<file path="src/source/fm_mix_pkg.sv">
// FM and ADPCM mixing stage, shared definitions
// Sample widths, frame layout constants and the register handshake states
package fm_mix_pkg;

    // Sample widths
    typedef logic signed [13:0] op_sample_t;   // Operator engine result
    typedef logic signed [15:0] mix_sample_t;  // ADPCM input, mixed output
    typedef logic signed [20:0] acc_word_t;    // 24 additions of headroom

    // Slot addressing
    typedef logic [2:0] ch_code_t;             // Codes 0-2 and 4-6 in use
    typedef logic [1:0] op_idx_t;              // Slot order S1, S3, S2, S4

    // Per-channel voice settings
    typedef logic [2:0] alg_t;                 // Connection algorithm
    typedef logic [1:0] pan_t;                 // [1] left, [0] right

    // Host write handshake
    typedef enum logic {
        IDLE,                                  // Waiting for req
        ACK                                    // Written, waiting for req low
    } reg_state_t;

    // Frame layout
    localparam int SLOTS_PER_FRAME = 24;       // 6 channels x 4 operators
    localparam int SLOTS_PER_OP    = SLOTS_PER_FRAME / 4;  // Channels per operator

    // Channels whose first slot carries ADPCM instead of FM
    localparam ch_code_t ADPCM_A_CH = 3'd2;
    localparam ch_code_t ADPCM_B_CH = 3'd6;

    // Both sides enabled out of reset
    localparam pan_t PAN_RESET = 2'd3;

endpackage

</file>
<file path="src/source/slot_sequencer.sv">
// Slot sequencer
// Walks the 24 operator slots of a frame, one per clk_en, and shows the
// channel code, operator index, operator strobes and frame start
`timescale 1ns/1ps

module slot_sequencer import fm_mix_pkg::*; (
    input  logic     clk,
    input  logic     arst_n,
    input  logic     clk_en,
    output ch_code_t cur_ch,
    output op_idx_t  cur_op,
    output logic     frame_start,
    output logic     s1_enters,
    output logic     s2_enters,
    output logic     s3_enters,
    output logic     s4_enters
);

    logic [4:0] slot_cnt;   // Slot currently shown
    logic [4:0] slot_nxt;
    logic [4:0] pos_nxt;    // Channel position 0-5
    op_idx_t    op_nxt;
    ch_code_t   ch_nxt;

    // Decode of the slot about to be shown
    always_comb begin
        slot_nxt = (int'(slot_cnt) == SLOTS_PER_FRAME - 1) ? 5'd0 : slot_cnt + 5'd1;

        if (int'(slot_nxt) < SLOTS_PER_OP)
            op_nxt = 2'd0;                          // S1
        else if (int'(slot_nxt) < 2 * SLOTS_PER_OP)
            op_nxt = 2'd1;                          // S3
        else if (int'(slot_nxt) < 3 * SLOTS_PER_OP)
            op_nxt = 2'd2;                          // S2
        else
            op_nxt = 2'd3;                          // S4

        pos_nxt = slot_nxt - 5'(op_nxt) * 5'(SLOTS_PER_OP);

        // Code 3 skipped so positions 3-5 become codes 4-6
        ch_nxt = (pos_nxt < 5'd3) ? pos_nxt[2:0] : pos_nxt[2:0] + 3'd1;
    end

    // Outputs registered from the next decode so they match slot_cnt
    always_ff @(posedge clk or negedge arst_n) begin
        if (!arst_n) begin
            slot_cnt    <= '0;
            cur_ch      <= '0;
            cur_op      <= '0;
            frame_start <= 1'b1;   // Slot 0 shown from reset
            s1_enters   <= 1'b1;
            s3_enters   <= 1'b0;
            s2_enters   <= 1'b0;
            s4_enters   <= 1'b0;
        end else if (clk_en) begin
            slot_cnt    <= slot_nxt;
            cur_ch      <= ch_nxt;
            cur_op      <= op_nxt;
            frame_start <= (slot_nxt == 5'd0);
            s1_enters   <= (op_nxt == 2'd0);
            s3_enters   <= (op_nxt == 2'd1);
            s2_enters   <= (op_nxt == 2'd2);
            s4_enters   <= (op_nxt == 2'd3);
        end
    end

    // Exactly one operator role per slot
    a_one_strobe: assert property (@(posedge clk) disable iff (!arst_n)
        $onehot({s1_enters, s2_enters, s3_enters, s4_enters}));

endmodule

</file>
<file path="src/source/voice_regs.sv">
// Voice register file
// Algorithm and pan per channel, written by the host over a four-phase
// req/ack port and read combinationally by channel code
`timescale 1ns/1ps

module voice_regs import fm_mix_pkg::*; (
    input  logic       clk,
    input  logic       arst_n,
    // Host write port
    input  logic       req,
    input  ch_code_t   wr_ch,
    input  logic [4:0] wr_data,   // [4:2] alg, [1:0] pan
    output logic       ack,
    // Slot read port
    input  ch_code_t   rd_ch,
    output alg_t       alg,
    output pan_t       pan
);

    alg_t       alg_r [6];
    pan_t       pan_r [6];
    reg_state_t state;
    logic [2:0] wr_idx;
    logic [2:0] rd_idx;
    logic       wr_valid;
    logic       rd_valid;

    // Codes 4-6 fold down onto entries 3-5
    function automatic logic [2:0] ch_index(ch_code_t ch);
        return ch - {2'b00, ch[2]};
    endfunction

    assign wr_idx   = ch_index(wr_ch);
    assign rd_idx   = ch_index(rd_ch);
    assign wr_valid = (wr_ch[1:0] != 2'b11);   // Codes 3 and 7 unused
    assign rd_valid = (rd_ch[1:0] != 2'b11);

    // Handshake FSM and register write
    always_ff @(posedge clk or negedge arst_n) begin
        if (!arst_n) begin
            state <= IDLE;
            for (int i = 0; i < 6; i++) begin
                alg_r[i] <= '0;
                pan_r[i] <= PAN_RESET;
            end
        end else begin
            case (state)
                IDLE: begin
                    if (req) begin
                        if (wr_valid) begin
                            alg_r[wr_idx] <= wr_data[4:2];
                            pan_r[wr_idx] <= wr_data[1:0];
                        end
                        state <= ACK;   // Ack even for ignored codes
                    end
                end
                ACK: begin
                    if (!req)
                        state <= IDLE;
                end
                default: state <= IDLE;
            endcase
        end
    end

    assign ack = (state == ACK);

    // Current slot's channel settings
    always_comb begin
        if (rd_valid) begin
            alg = alg_r[rd_idx];
            pan = pan_r[rd_idx];
        end else begin
            alg = '0;   // Never shown by the sequencer
            pan = '0;
        end
    end

    // Ack only answers a request seen on the previous edge
    a_ack_after_req: assert property (@(posedge clk) disable iff (!arst_n)
        $rose(ack) |-> $past(req));

    // Host holds req until the write is acknowledged
    a_req_held: assert property (@(posedge clk) disable iff (!arst_n)
        (req && !ack) |=> req);

endmodule

</file>
<file path="src/source/frame_acc.sv">
// Frame accumulator for one output side
// Sums enabled samples over a frame, then saturates the total to 16 bits
// and holds it for the whole next frame
`timescale 1ns/1ps

module frame_acc import fm_mix_pkg::*; (
    input  logic        clk,
    input  logic        arst_n,
    input  logic        clk_en,
    input  mix_sample_t sample,
    input  logic        add_en,
    input  logic        frame_start,
    output mix_sample_t snd
);

    acc_word_t   acc;
    acc_word_t   contrib;   // This slot's share
    mix_sample_t acc_sat;

    assign contrib = add_en ? acc_word_t'(sample) : '0;   // Sign-extending cast

    // Clamp to the 16-bit range
    always_comb begin
        if (acc > acc_word_t'(32767))
            acc_sat = 16'sh7FFF;
        else if (acc < acc_word_t'(-32768))
            acc_sat = 16'sh8000;
        else
            acc_sat = acc[15:0];
    end

    always_ff @(posedge clk or negedge arst_n) begin
        if (!arst_n) begin
            acc <= '0;
            snd <= '0;
        end else if (clk_en) begin
            if (frame_start) begin
                snd <= acc_sat;   // Previous frame's total
                acc <= contrib;   // New frame opens with slot 0
            end else begin
                acc <= acc + contrib;
            end
        end
    end

endmodule

</file>
<file path="src/source/fm_adpcm_mixer.sv">
// FM and ADPCM mixer
// Picks the carrier operators of each channel by algorithm and pan, puts
// ADPCM-A and ADPCM-B into their fixed slots, and feeds both accumulators
`timescale 1ns/1ps

module fm_adpcm_mixer import fm_mix_pkg::*; (
    input  logic        clk,
    input  logic        arst_n,
    input  logic        clk_en,
    input  op_sample_t  op_result,
    input  ch_code_t    cur_ch,
    input  op_idx_t     cur_op,
    input  logic        frame_start,
    input  logic        s1_enters,
    input  logic        s2_enters,
    input  logic        s4_enters,
    input  alg_t        alg,
    input  pan_t        pan,
    input  mix_sample_t adpcm_a_l,
    input  mix_sample_t adpcm_a_r,
    input  mix_sample_t adpcm_b_l,
    input  mix_sample_t adpcm_b_r,
    output mix_sample_t left,
    output mix_sample_t right
);

    logic        carrier;          // Slot is an output operator
    mix_sample_t op_ext;
    mix_sample_t in_l, in_r;
    logic        en_l, en_r;

    // ADPCM-A: 12-bit range, scaled by 4, clamped outside it
    function automatic mix_sample_t scale_adpcm_a(mix_sample_t x);
        if (x < -16'sd2048)
            return 16'shE000;      // -8192
        else if (x > 16'sd2047)
            return 16'sh1FFF;      // 8191
        else
            return x <<< 2;
    endfunction

    // Carrier gate per connection algorithm
    always_comb begin
        case (alg)
            3'd4:       carrier = s2_enters | s4_enters;
            3'd5, 3'd6: carrier = ~s1_enters;
            3'd7:       carrier = 1'b1;
            default:    carrier = s4_enters;   // Algorithms 0-3
        endcase
    end

    assign op_ext = {{2{op_result[13]}}, op_result};

    // FM data is dropped in the two ADPCM slots
    always_comb begin
        if (cur_op == 2'd0 && cur_ch == ADPCM_A_CH) begin
            in_l = scale_adpcm_a(adpcm_a_l);
            in_r = scale_adpcm_a(adpcm_a_r);
            en_l = 1'b1;                        // Pan ignored
            en_r = 1'b1;
        end else if (cur_op == 2'd0 && cur_ch == ADPCM_B_CH) begin
            in_l = adpcm_b_l >>> 2;             // Down to operator scale
            in_r = adpcm_b_r >>> 2;
            en_l = 1'b1;
            en_r = 1'b1;
        end else begin
            in_l = op_ext;
            in_r = op_ext;
            en_l = carrier & pan[1];
            en_r = carrier & pan[0];
        end
    end

    frame_acc u_left (
        .clk         (clk),
        .arst_n      (arst_n),
        .clk_en      (clk_en),
        .sample      (in_l),
        .add_en      (en_l),
        .frame_start (frame_start),
        .snd         (left)
    );

    frame_acc u_right (
        .clk         (clk),
        .arst_n      (arst_n),
        .clk_en      (clk_en),
        .sample      (in_r),
        .add_en      (en_r),
        .frame_start (frame_start),
        .snd         (right)
    );

    // ADPCM slots sit on S1, so the sequencer's op index and strobe must agree
    a_op0_is_s1: assert property (@(posedge clk) disable iff (!arst_n)
        (cur_op == 2'd0) == s1_enters);

endmodule

</file>
<file path="src/source/fm_mix_top.sv">
// FM and ADPCM output stage, top level
// Slot sequencer, voice registers and mixer with saturating accumulators
`timescale 1ns/1ps

module fm_mix_top import fm_mix_pkg::*; (
    input  logic        clk,
    input  logic        arst_n,
    input  logic        clk_en,
    input  op_sample_t  op_result,    // Operator engine output for the shown slot
    input  mix_sample_t adpcm_a_l,
    input  mix_sample_t adpcm_a_r,
    input  mix_sample_t adpcm_b_l,
    input  mix_sample_t adpcm_b_r,
    input  logic        req,          // Host write port
    input  ch_code_t    wr_ch,
    input  logic [4:0]  wr_data,
    output logic        ack,
    output ch_code_t    cur_ch,       // Slot shown to the operator engine
    output op_idx_t     cur_op,
    output logic        frame_start,
    output mix_sample_t left,
    output mix_sample_t right
);

    logic s1_enters;
    logic s2_enters;
    logic s4_enters;
    alg_t alg;
    pan_t pan;

    slot_sequencer u_seq (
        .clk         (clk),
        .arst_n      (arst_n),
        .clk_en      (clk_en),
        .cur_ch      (cur_ch),
        .cur_op      (cur_op),
        .frame_start (frame_start),
        .s1_enters   (s1_enters),
        .s2_enters   (s2_enters),
        .s3_enters   (),             // S3 never a lone carrier
        .s4_enters   (s4_enters)
    );

    voice_regs u_regs (
        .clk     (clk),
        .arst_n  (arst_n),
        .req     (req),
        .wr_ch   (wr_ch),
        .wr_data (wr_data),
        .ack     (ack),
        .rd_ch   (cur_ch),
        .alg     (alg),
        .pan     (pan)
    );

    fm_adpcm_mixer u_mix (
        .clk         (clk),
        .arst_n      (arst_n),
        .clk_en      (clk_en),
        .op_result   (op_result),
        .cur_ch      (cur_ch),
        .cur_op      (cur_op),
        .frame_start (frame_start),
        .s1_enters   (s1_enters),
        .s2_enters   (s2_enters),
        .s4_enters   (s4_enters),
        .alg         (alg),
        .pan         (pan),
        .adpcm_a_l   (adpcm_a_l),
        .adpcm_a_r   (adpcm_a_r),
        .adpcm_b_l   (adpcm_b_l),
        .adpcm_b_r   (adpcm_b_r),
        .left        (left),
        .right       (right)
    );

endmodule

</file>
<file path="config.mk">
export PLATFORM = sky130hd
export DESIGN_NAME = fm_mix_top
export DESIGN_NICKNAME = d
export VERILOG_FILES = /design/src/source/fm_mix_pkg.sv /design/src/source/slot_sequencer.sv /design/src/source/voice_regs.sv /design/src/source/frame_acc.sv /design/src/source/fm_adpcm_mixer.sv /design/src/source/fm_mix_top.sv
export SDC_FILE = /design/constraint.sdc
export NUM_CORES = 1
export LEC_CHECK = 0
export BUFFER_PORTS_ARGS = -buffer_cell sky130_fd_sc_hd__buf_4
export CAP_MARGIN = 20
export CORE_UTILIZATION = 30
export CTS_CLUSTER_SIZE = 8
export DETAILED_ROUTE_END_ITERATION = 6
export PLACE_DENSITY = 0.52
export SYNTH_ARGS = -nofsm -noshare
export SYNTH_HDL_FRONTEND = slang
export SYNTH_SLANG_ARGS = --single-unit
</file>
<file path="constraint.sdc">
create_clock -name clk -period 4.86 [get_ports clk]
set_clock_uncertainty 0.05 [all_clocks]
set_input_delay 0.486 -clock clk [delete_from_list [all_inputs] [get_ports clk]]
set_output_delay 0.486 -clock clk [all_outputs]
set_load 0.02 [all_outputs]
</file>
==> results by group, run 1 <==
STA
  – Fin crit period: 4.67 ns
  – Slew headroom: 31.8%
  – Final worst-path cycle share: 96.0%
  – Final hold violation count: 0
  – Achievable clock frequency: 0.214 GHz
  – Slew @ Worst Pin: 1.02 ns
  – Setup-failing EPs final: 0
  – Max-slew violation count: 0

Placement
  – Placed cells: 1442
  – Global placement routability congestion: 0.873
  – Placed Area: 0.0101 mm²
  – Final HPWL DP: 19700 µm
  – Port Buffers: 124

Worst setup path
  – Crit path arrival time: 4.97 ns
  – WP data required: 5.16 ns
  – Worst setup path category: reg2reg
  – Worst Path Max Fanout: 5
  – Setup crit end kind: register
  – Critical Path Start Type: register

Clock network
  – Clock latency at the later pin of the worst-skew pair: 0.43 ns
  – Clock Root Buffer: clkbuf_16
  – # hold bufs at CTS: 0
  – CTS Buffer Depth: 2
  – Clock tree from TritonCTS: yes
  – H-tree Lvls: 4
  – CTS buffer count: 17
  – Clock sinks: 119
  – Clk slew on worst S/H paths: 0.06 ns

Routing
  – Detailed Routing Iterations Pass 1: 5
  – Post-DR vias/cell: 5.18
  – DRC violations left: 0
  – Wirelength, routed: 26300 µm
  – Via count: 7676
  – Antenna Nets Post-Route: 0
  – Per-cell routed wire length: 17.8 µm
  – Initial DRC count: 450

Global route
  – Vias in the first global route: 7310
  – Antenna violations before repair: 0
  – First-pass GRT wire length: 40500 µm
  – GRT Util Overall: 18.6%
  – Total gr overflow: 0
  – Largest net degree at the start of global routing: 78

Status
  – Outcome: complete, no violations

Cells and area
  – Share of layout cells above drive strength 1: 29.8%
  – Area growth from synthesis to layout: 30.1%
  – Fin nets: 1243
  – Post-route design area: 0.0109 mm²
  – Antenna cells: 0
  – Commonest non-fill, non-tap cells in the layout: buf_4 (194), a21oi_1 (123), dfrtp_1 (105), nor2_1 (99), o21ai_0 (57)
  – Final Non-Filler Cells: 1481
  – Commonest non-fill, non-tap cell in the layout: buf_4

Die
  – Core box area: 0.0272 mm²
  – Die Y: 169 µm
  – Chip width: 169 µm
  – Initial core utilization: 30.8%
  – Die area: 0.0285 mm²
  – Core Rows: 60
  – Io pins: 129

Yosys
  – Top cell type's share of synthesized area: 31.4%
  – Ys async rst share: 100%
  – Syn nets: 1076
  – Avg Inst Size Synth: 9.00 µm²
  – Ys Warns: 0
  – Seq/Total Area, Yosys: 35.8%
  – Synthesized flop and latch total: 119
  – Synth cell types: 80
  – Synthesized area: 0.00836 mm²
  – Ranking of synthesized cells by area: dfrtp_1 (31%), ha_1 (8.1%), a21oi_1 (7.7%), mux2_2 (5.1%), nor2_1 (4.5%)
  – Synth Flop Type: dfrtp_1
  – Cell accounting for the most synthesized area: dfrtp_1
  – Cells after synthesis: 929
  – Post-synth EDFFs: 0

Power and ir drop
  – Pwr/cell area: 716 mW/mm²
  – VDD IR-drop max: 264 µV
  – Pleak: 4.83 nW

Hold path
  – Type of the tightest min-delay check: in2async

Flow run
  – Max_cap viols: 0
[worst paths after layout]
check	to	cells after the start	start	slack, ns
max in group asynchronous	u_mix.u_left.snd[0]$_DFFE_PN0P_	2	arst_n	3.70
max	u_mix.u_right.acc[19]$_DFFE_PN0P_	23	u_seq.cur_ch[0]$_DFFE_PN0P_	0.19
min in group clk	u_regs.ack$_DFF_PN0_	1	req	0.12
min	u_seq.slot_cnt[1]$_DFFE_PN0P_	1	arst_n	0.009
max reg2reg	u_mix.u_right.acc[19]$_DFFE_PN0P_	23	u_seq.cur_ch[0]$_DFFE_PN0P_	0.19
min reg2reg	u_regs.alg_r[5]$_DFFE_PN0P_	1	u_regs.alg_r[5]$_DFFE_PN0P_	0.46
[critical path: stages (launching register included)]
cell and delay, ns:
dfrtp_1 0.40, inv_2 0.08, ha_4 0.13, ha_4 0.14
xor2_4 0.20, buf_4 0.15, mux4_2 0.31, a21oi_2 0.23
buf_4 0.16, a31oi_4 0.05, o21ai_4 0.25, buf_12 0.15
and2_4 0.13, a21oi_1 0.04, ha_1 0.36, a21o_1 0.18
a221o_1 0.36, a21o_1 0.20, a2111oi_2 0.36, buf_4 0.18
o31ai_2 0.07, xor2_1 0.16, nand2_1 0.07, a31oi_1 0.20
[through the flow]
| step | power [mW] | setup WS [ns] | hold slack, ns | TNS [ns] | utilization [%] |
|---|---|---|---|---|---|
| after floorplan | 4.85 | 0.00228 | 0.140 | 0 | - |
| after global placement | 6.19 | 0.0425 | 0.432 | 0 | 37.1 |
| after detailed placement | 6.25 | -0.0440 | 0.440 | -0.0611 | 37.1 |
| after CTS | 7.62 | 0.0102 | 0.0306 | 0 | 39.4 |
| after global routing | 8.44 | -0.0416 | 0.0547 | -0.0416 | 40.0 |
| final | 7.79 | 0.194 | 0.00900 | 0 | 40.0 |
[repair_timing]
action | CTS | global route
buffers inserted | 1 | 5
pin swaps | 1 | 15
endpoints found under the setup margin | 4 | 20
resized for setup | 5 | 28
[state kept, by name, summed over array words and instances, names as in the netlist, 3 cells and up]
| signal | flops |
|---|---|
| u_mix.u_left.acc | 21 |
| u_mix.u_right.acc | 21 |
| u_regs.alg_r | 18 |
| u_mix.u_left.snd | 16 |
| u_mix.u_right.snd | 16 |
| u_regs.pan_r | 12 |
| u_seq.slot_cnt | 5 |
| u_seq.cur_ch | 3 |
[cells by family after synthesis]
logic type | after synthesis | share of synthesized area, %
AO/OA/AOI/OAI | 338 | 26.2
XOR/XNOR | 35 | 3.89
adder cells (fa/ha/maj) | 57 | 8.80
buffers and inverters | 80 | 3.76
flip-flops | 119 | 35.8
multiplexers | 61 | 8.62
AND/OR/NAND/NOR | 239 | 12.9
[cell type report]
class | instances | area (µm²)
clock buffers | 19 | 443
clock inverters | 13 | 148
fillers | 2816 | 16300
inverters | 32 | 120
multi-input cells | 730 | 5210
flip-flops and latches | 119 | 3000
well taps | 372 | 465
repair buffers | 196 | 1500
[report_power, final]
part	total (mW)	switching, mW	internal (mW)
combinational	4.75	2.56	2.19
sequential	1.75	0.324	1.43
clock	1.29	0.514	0.774
total	7.79	3.40	4.39
[cells in the mapped netlist, types with 17 or more instances]
library cell	number
a21oi_1	129
dfrtp_1	105
nor2_1	101
o21ai_0	58
nand2_1	55
ha_1	54
clkbuf_1	39
mux2_2	38
inv_1	31
a22oi_1	23
nand3_1	19
mux2i_1	18
xnor2_1	18
a21o_1	17
[metal layers]
metal	up-vias	GRT usage [%]	share of wire, %
li1	3777	-	-
met1	3685	26.3	49
met2	185	28.8	45
met3	29	2.81	4.1
met4	0	6.25	2.1
met5	-	0	0
(Power assumes the default switching activity.)
==> run 2, diff against run 1 <==
--- a/config.mk
+++ b/config.mk
@@ -10,7 +10,7 @@
 export CORE_UTILIZATION = 30
 export CTS_CLUSTER_SIZE = 8
 export DETAILED_ROUTE_END_ITERATION = 6
-export PLACE_DENSITY = 0.52
+export PLACE_DENSITY = 0.51
 export SYNTH_ARGS = -nofsm -noshare
 export SYNTH_HDL_FRONTEND = slang
 export SYNTH_SLANG_ARGS = --single-unit
==> constraint.sdc (replaced) <==
create_clock -name clk -period 4.6 [get_ports clk]
set_clock_uncertainty 0.05 [all_clocks]
set_input_delay 0.46 -clock clk [delete_from_list [all_inputs] [get_ports clk]]
set_output_delay 0.46 -clock clk [all_outputs]
set_load 0.02 [all_outputs]
==> results by group, run 2 (synthesis results as in run 1) <==
Status
  – Outcome: finished, violations left
  – Failing checks: setup timing

STA
  – Setup TNS: -0.00648 ns (-0.00648 ns)
  – Final hold violation count: 0 (unchanged)
  – Final worst-path cycle share: 100% (+4.1 points)
  – RSZ-0062 raised after global routing: true
  – Slew @ Worst Pin: 1.03 ns (+0.0152 ns)
  – Final setup slack of the worst path: -0.00648 ns (-0.200 ns)
  – Achievable clock frequency: 0.217 GHz (+1.3%)
  – Slew headroom: 30.8% (-1.0 points)
  – Setup-failing EPs final: 1 (+1)
  – Fin crit period: 4.61 ns (-0.0597 ns)
  – Max-slew violation count: 0 (unchanged)

Worst setup path
  – Internal reg-to-reg setup slack: -0.006 ns (-0.20 ns)
  – CP bufs+invs: 3 (-2)
  – Setup crit end kind: register
  – Slowest cell on crit path: dfrtp_2
  – Worst Path Max Fanout: 5 (unchanged)
  – WP data required: 4.89 ns (-0.27 ns)
  – Critical Path Start Type: register
  – Worst setup path category: reg2reg
  – CP max stage delay: 0.41 ns (about the same)
  – Top Family by Delay on Critical Path: compound AO/OA/AOI/OAI gates
  – Critical-path cell list: inv_2, ha_4, ha_4, xor2_4, mux4_2, buf_4, a21oi_2, buf_4, a31oi_4, o21ai_4, and2_4, a21oi_2, ha_1, a21o_1, a221o_1, a21o_1, a2111oi_4, nor2_1, xor2_1, nand2_1, a31oi_1
  – Crit path arrival time: 4.90 ns (-0.07 ns)

Placement
  – Placed cells: 1481 (+2.7%)
  – Global placement routability congestion: 0.846 (-3.0%)
  – Port Buffers: 124 (unchanged)
  – Final HPWL DP: 20300 µm (+2.9%)
  – Placed Area: 0.0104 mm² (+3.5%)

Die
  – Die area: 0.0285 mm² (unchanged)
  – Chip width: 169 µm (unchanged)
  – Initial core utilization: 30.8% (unchanged)
  – Core box area: 0.0272 mm² (unchanged)
  – Die Y: 169 µm (unchanged)
  – Core Rows: 60 (unchanged)
  – Io pins: 129 (unchanged)

Clock network
  – Clock tree from TritonCTS: yes
  – CTS buffer count: 17 (unchanged)
  – CTS Buffer Depth: 2 (unchanged)
  – Clock latency at the later pin of the worst-skew pair: 0.43 ns (about the same)
  – Clock sinks: 119 (unchanged)
  – Clock Root Buffer: clkbuf_16
  – H-tree Lvls: 4 (unchanged)
  – Clk slew on worst S/H paths: 0.07 ns (about the same)

Cells and area
  – Top Registers: u_mix.u_left.acc: 21 flops, u_mix.u_right.acc: 21 flops, u_regs.alg_r: 18 flops
  – Final Non-Filler Cells: 1535 (+3.6%)
  – Fin nets: 1297 (+4.3%)
  – Antenna cells: 0 (unchanged)
  – Commonest non-fill, non-tap cells in the layout: buf_4 (240), a21oi_1 (119), dfrtp_1 (103), nor2_1 (97), nand2_1 (55)
  – Commonest non-fill, non-tap cell in the layout: buf_4
  – Share of layout cells above drive strength 1: 36.1% (+6.3 points)
  – Area growth from synthesis to layout: 38.9%
  – Post-route design area: 0.0116 mm² (+6.8%)

Routing
  – DRC violations left: 0 (unchanged)
  – Per-cell routed wire length: 17.9 µm (+0.70%)
  – Post-DR vias/cell: 5.18 (about the same)
  – Detailed Routing Iterations Pass 1: 5 (unchanged)
  – Via count: 7957 (+3.7%)
  – Initial DRC count: 367 (-18%)
  – Wirelength, routed: 27500 µm (+4.4%)
  – Antenna Nets Post-Route: 0 (unchanged)

Global route
  – M1 GR Usage: 26.8% (+0.48 points)
  – GRT Util Overall: 19.2% (+0.58 points)
  – First-pass GRT wire length: 42400 µm (+4.6%)
  – Vias in the first global route: 7665 (+4.9%)
  – Most used routing layer: met2
  – Met2 usage: 29.7% (+0.84 points)
  – Largest net degree at the start of global routing: 78 (unchanged)
  – Antenna violations before repair: 0 (unchanged)
  – Met3 usage in global routing: 3.23% (+0.42 points)
  – Total gr overflow: 0 (unchanged)

Power and ir drop
  – Pleak: 5.18 nW (+7.2%)
  – Tot Pwr: 8.81 mW (+13%)
  – VDD IR-drop max: 314 µV (+19%)
  – Pwr/cell area: 758 mW/mm² (+5.9%)

Flow run
  – Max_cap viols: 0 (unchanged)

Hold path
  – Type of the tightest min-delay check: in2async
-- run 2: area by class of cell --
class / count / area [µm²]
fillers: 2766 / 15600
flip-flops and latches: 119 / 3000
clock buffers: 17 / 425
clock inverters: 15 / 203
well taps: 372 / 465
repair buffers: 250 / 1960
multi-input cells: 730 / 5450
inverters: 32 / 120
-- run 2: per-stage QoR --
step | util (%) | setup WS [ns] | hold slack (ns)
global route | 42.7 | -0.225 | 0.0605
CTS | 41.4 | 0.0181 | 0.0283
floorplan | - | 0.00638 | 0.114
global placement | 38.3 | -0.183 | 0.439
finish | 42.7 | -0.00648 | 0.0129
detailed placement | 38.3 | -0.209 | 0.442
-- run 2: repair_timing --
| action | 4_1_cts | 5_1_grt |
|---|---|---|
| buffers inserted | 8 | 14 |
| hold buffers | 0 | 0 |
| gates cloned | 0 | 0 |
| pin swaps | 19 | 50 |
| gates resized for setup | 32 | 52 |
| endpoints found under the setup margin | 16 | 22 |
-- run 2: worst paths after layout --
path,start,endpoint,depth (start not counted)
min in group clk,req,u_regs.ack$_DFF_PN0_,1
worst max-delay path,u_seq.cur_ch[0]$_DFFE_PN0P_,u_mix.u_right.acc[17]$_DFFE_PN0P_,21
max in group asynchronous,arst_n,u_mix.u_left.snd[3]$_DFFE_PN0P_,2
worst min-delay path,arst_n,u_seq.slot_cnt[0]$_DFFE_PN0P_,1
worst min register to register,u_regs.alg_r[14]$_DFFE_PN0P_,u_regs.alg_r[14]$_DFFE_PN0P_,1
worst max register to register,u_seq.cur_ch[0]$_DFFE_PN0P_,u_mix.u_right.acc[17]$_DFFE_PN0P_,21
-- run 2: layer usage --
metal  up-vias  share of wire, %
li1       3878                 -
met1      3880                49
met2       167                45
met3        32               3.6
met4         0               2.5
met5         -                 0
-- run 2: report_power, final --
part / leakage [nW] / internal (mW) / switching [mW]
logic: 3.52 / 2.65 / 2.84
registers: 1.35 / 1.51 / 0.354
clock network: 0.306 / 0.836 / 0.627
total: 5.18 / 4.99 / 3.82
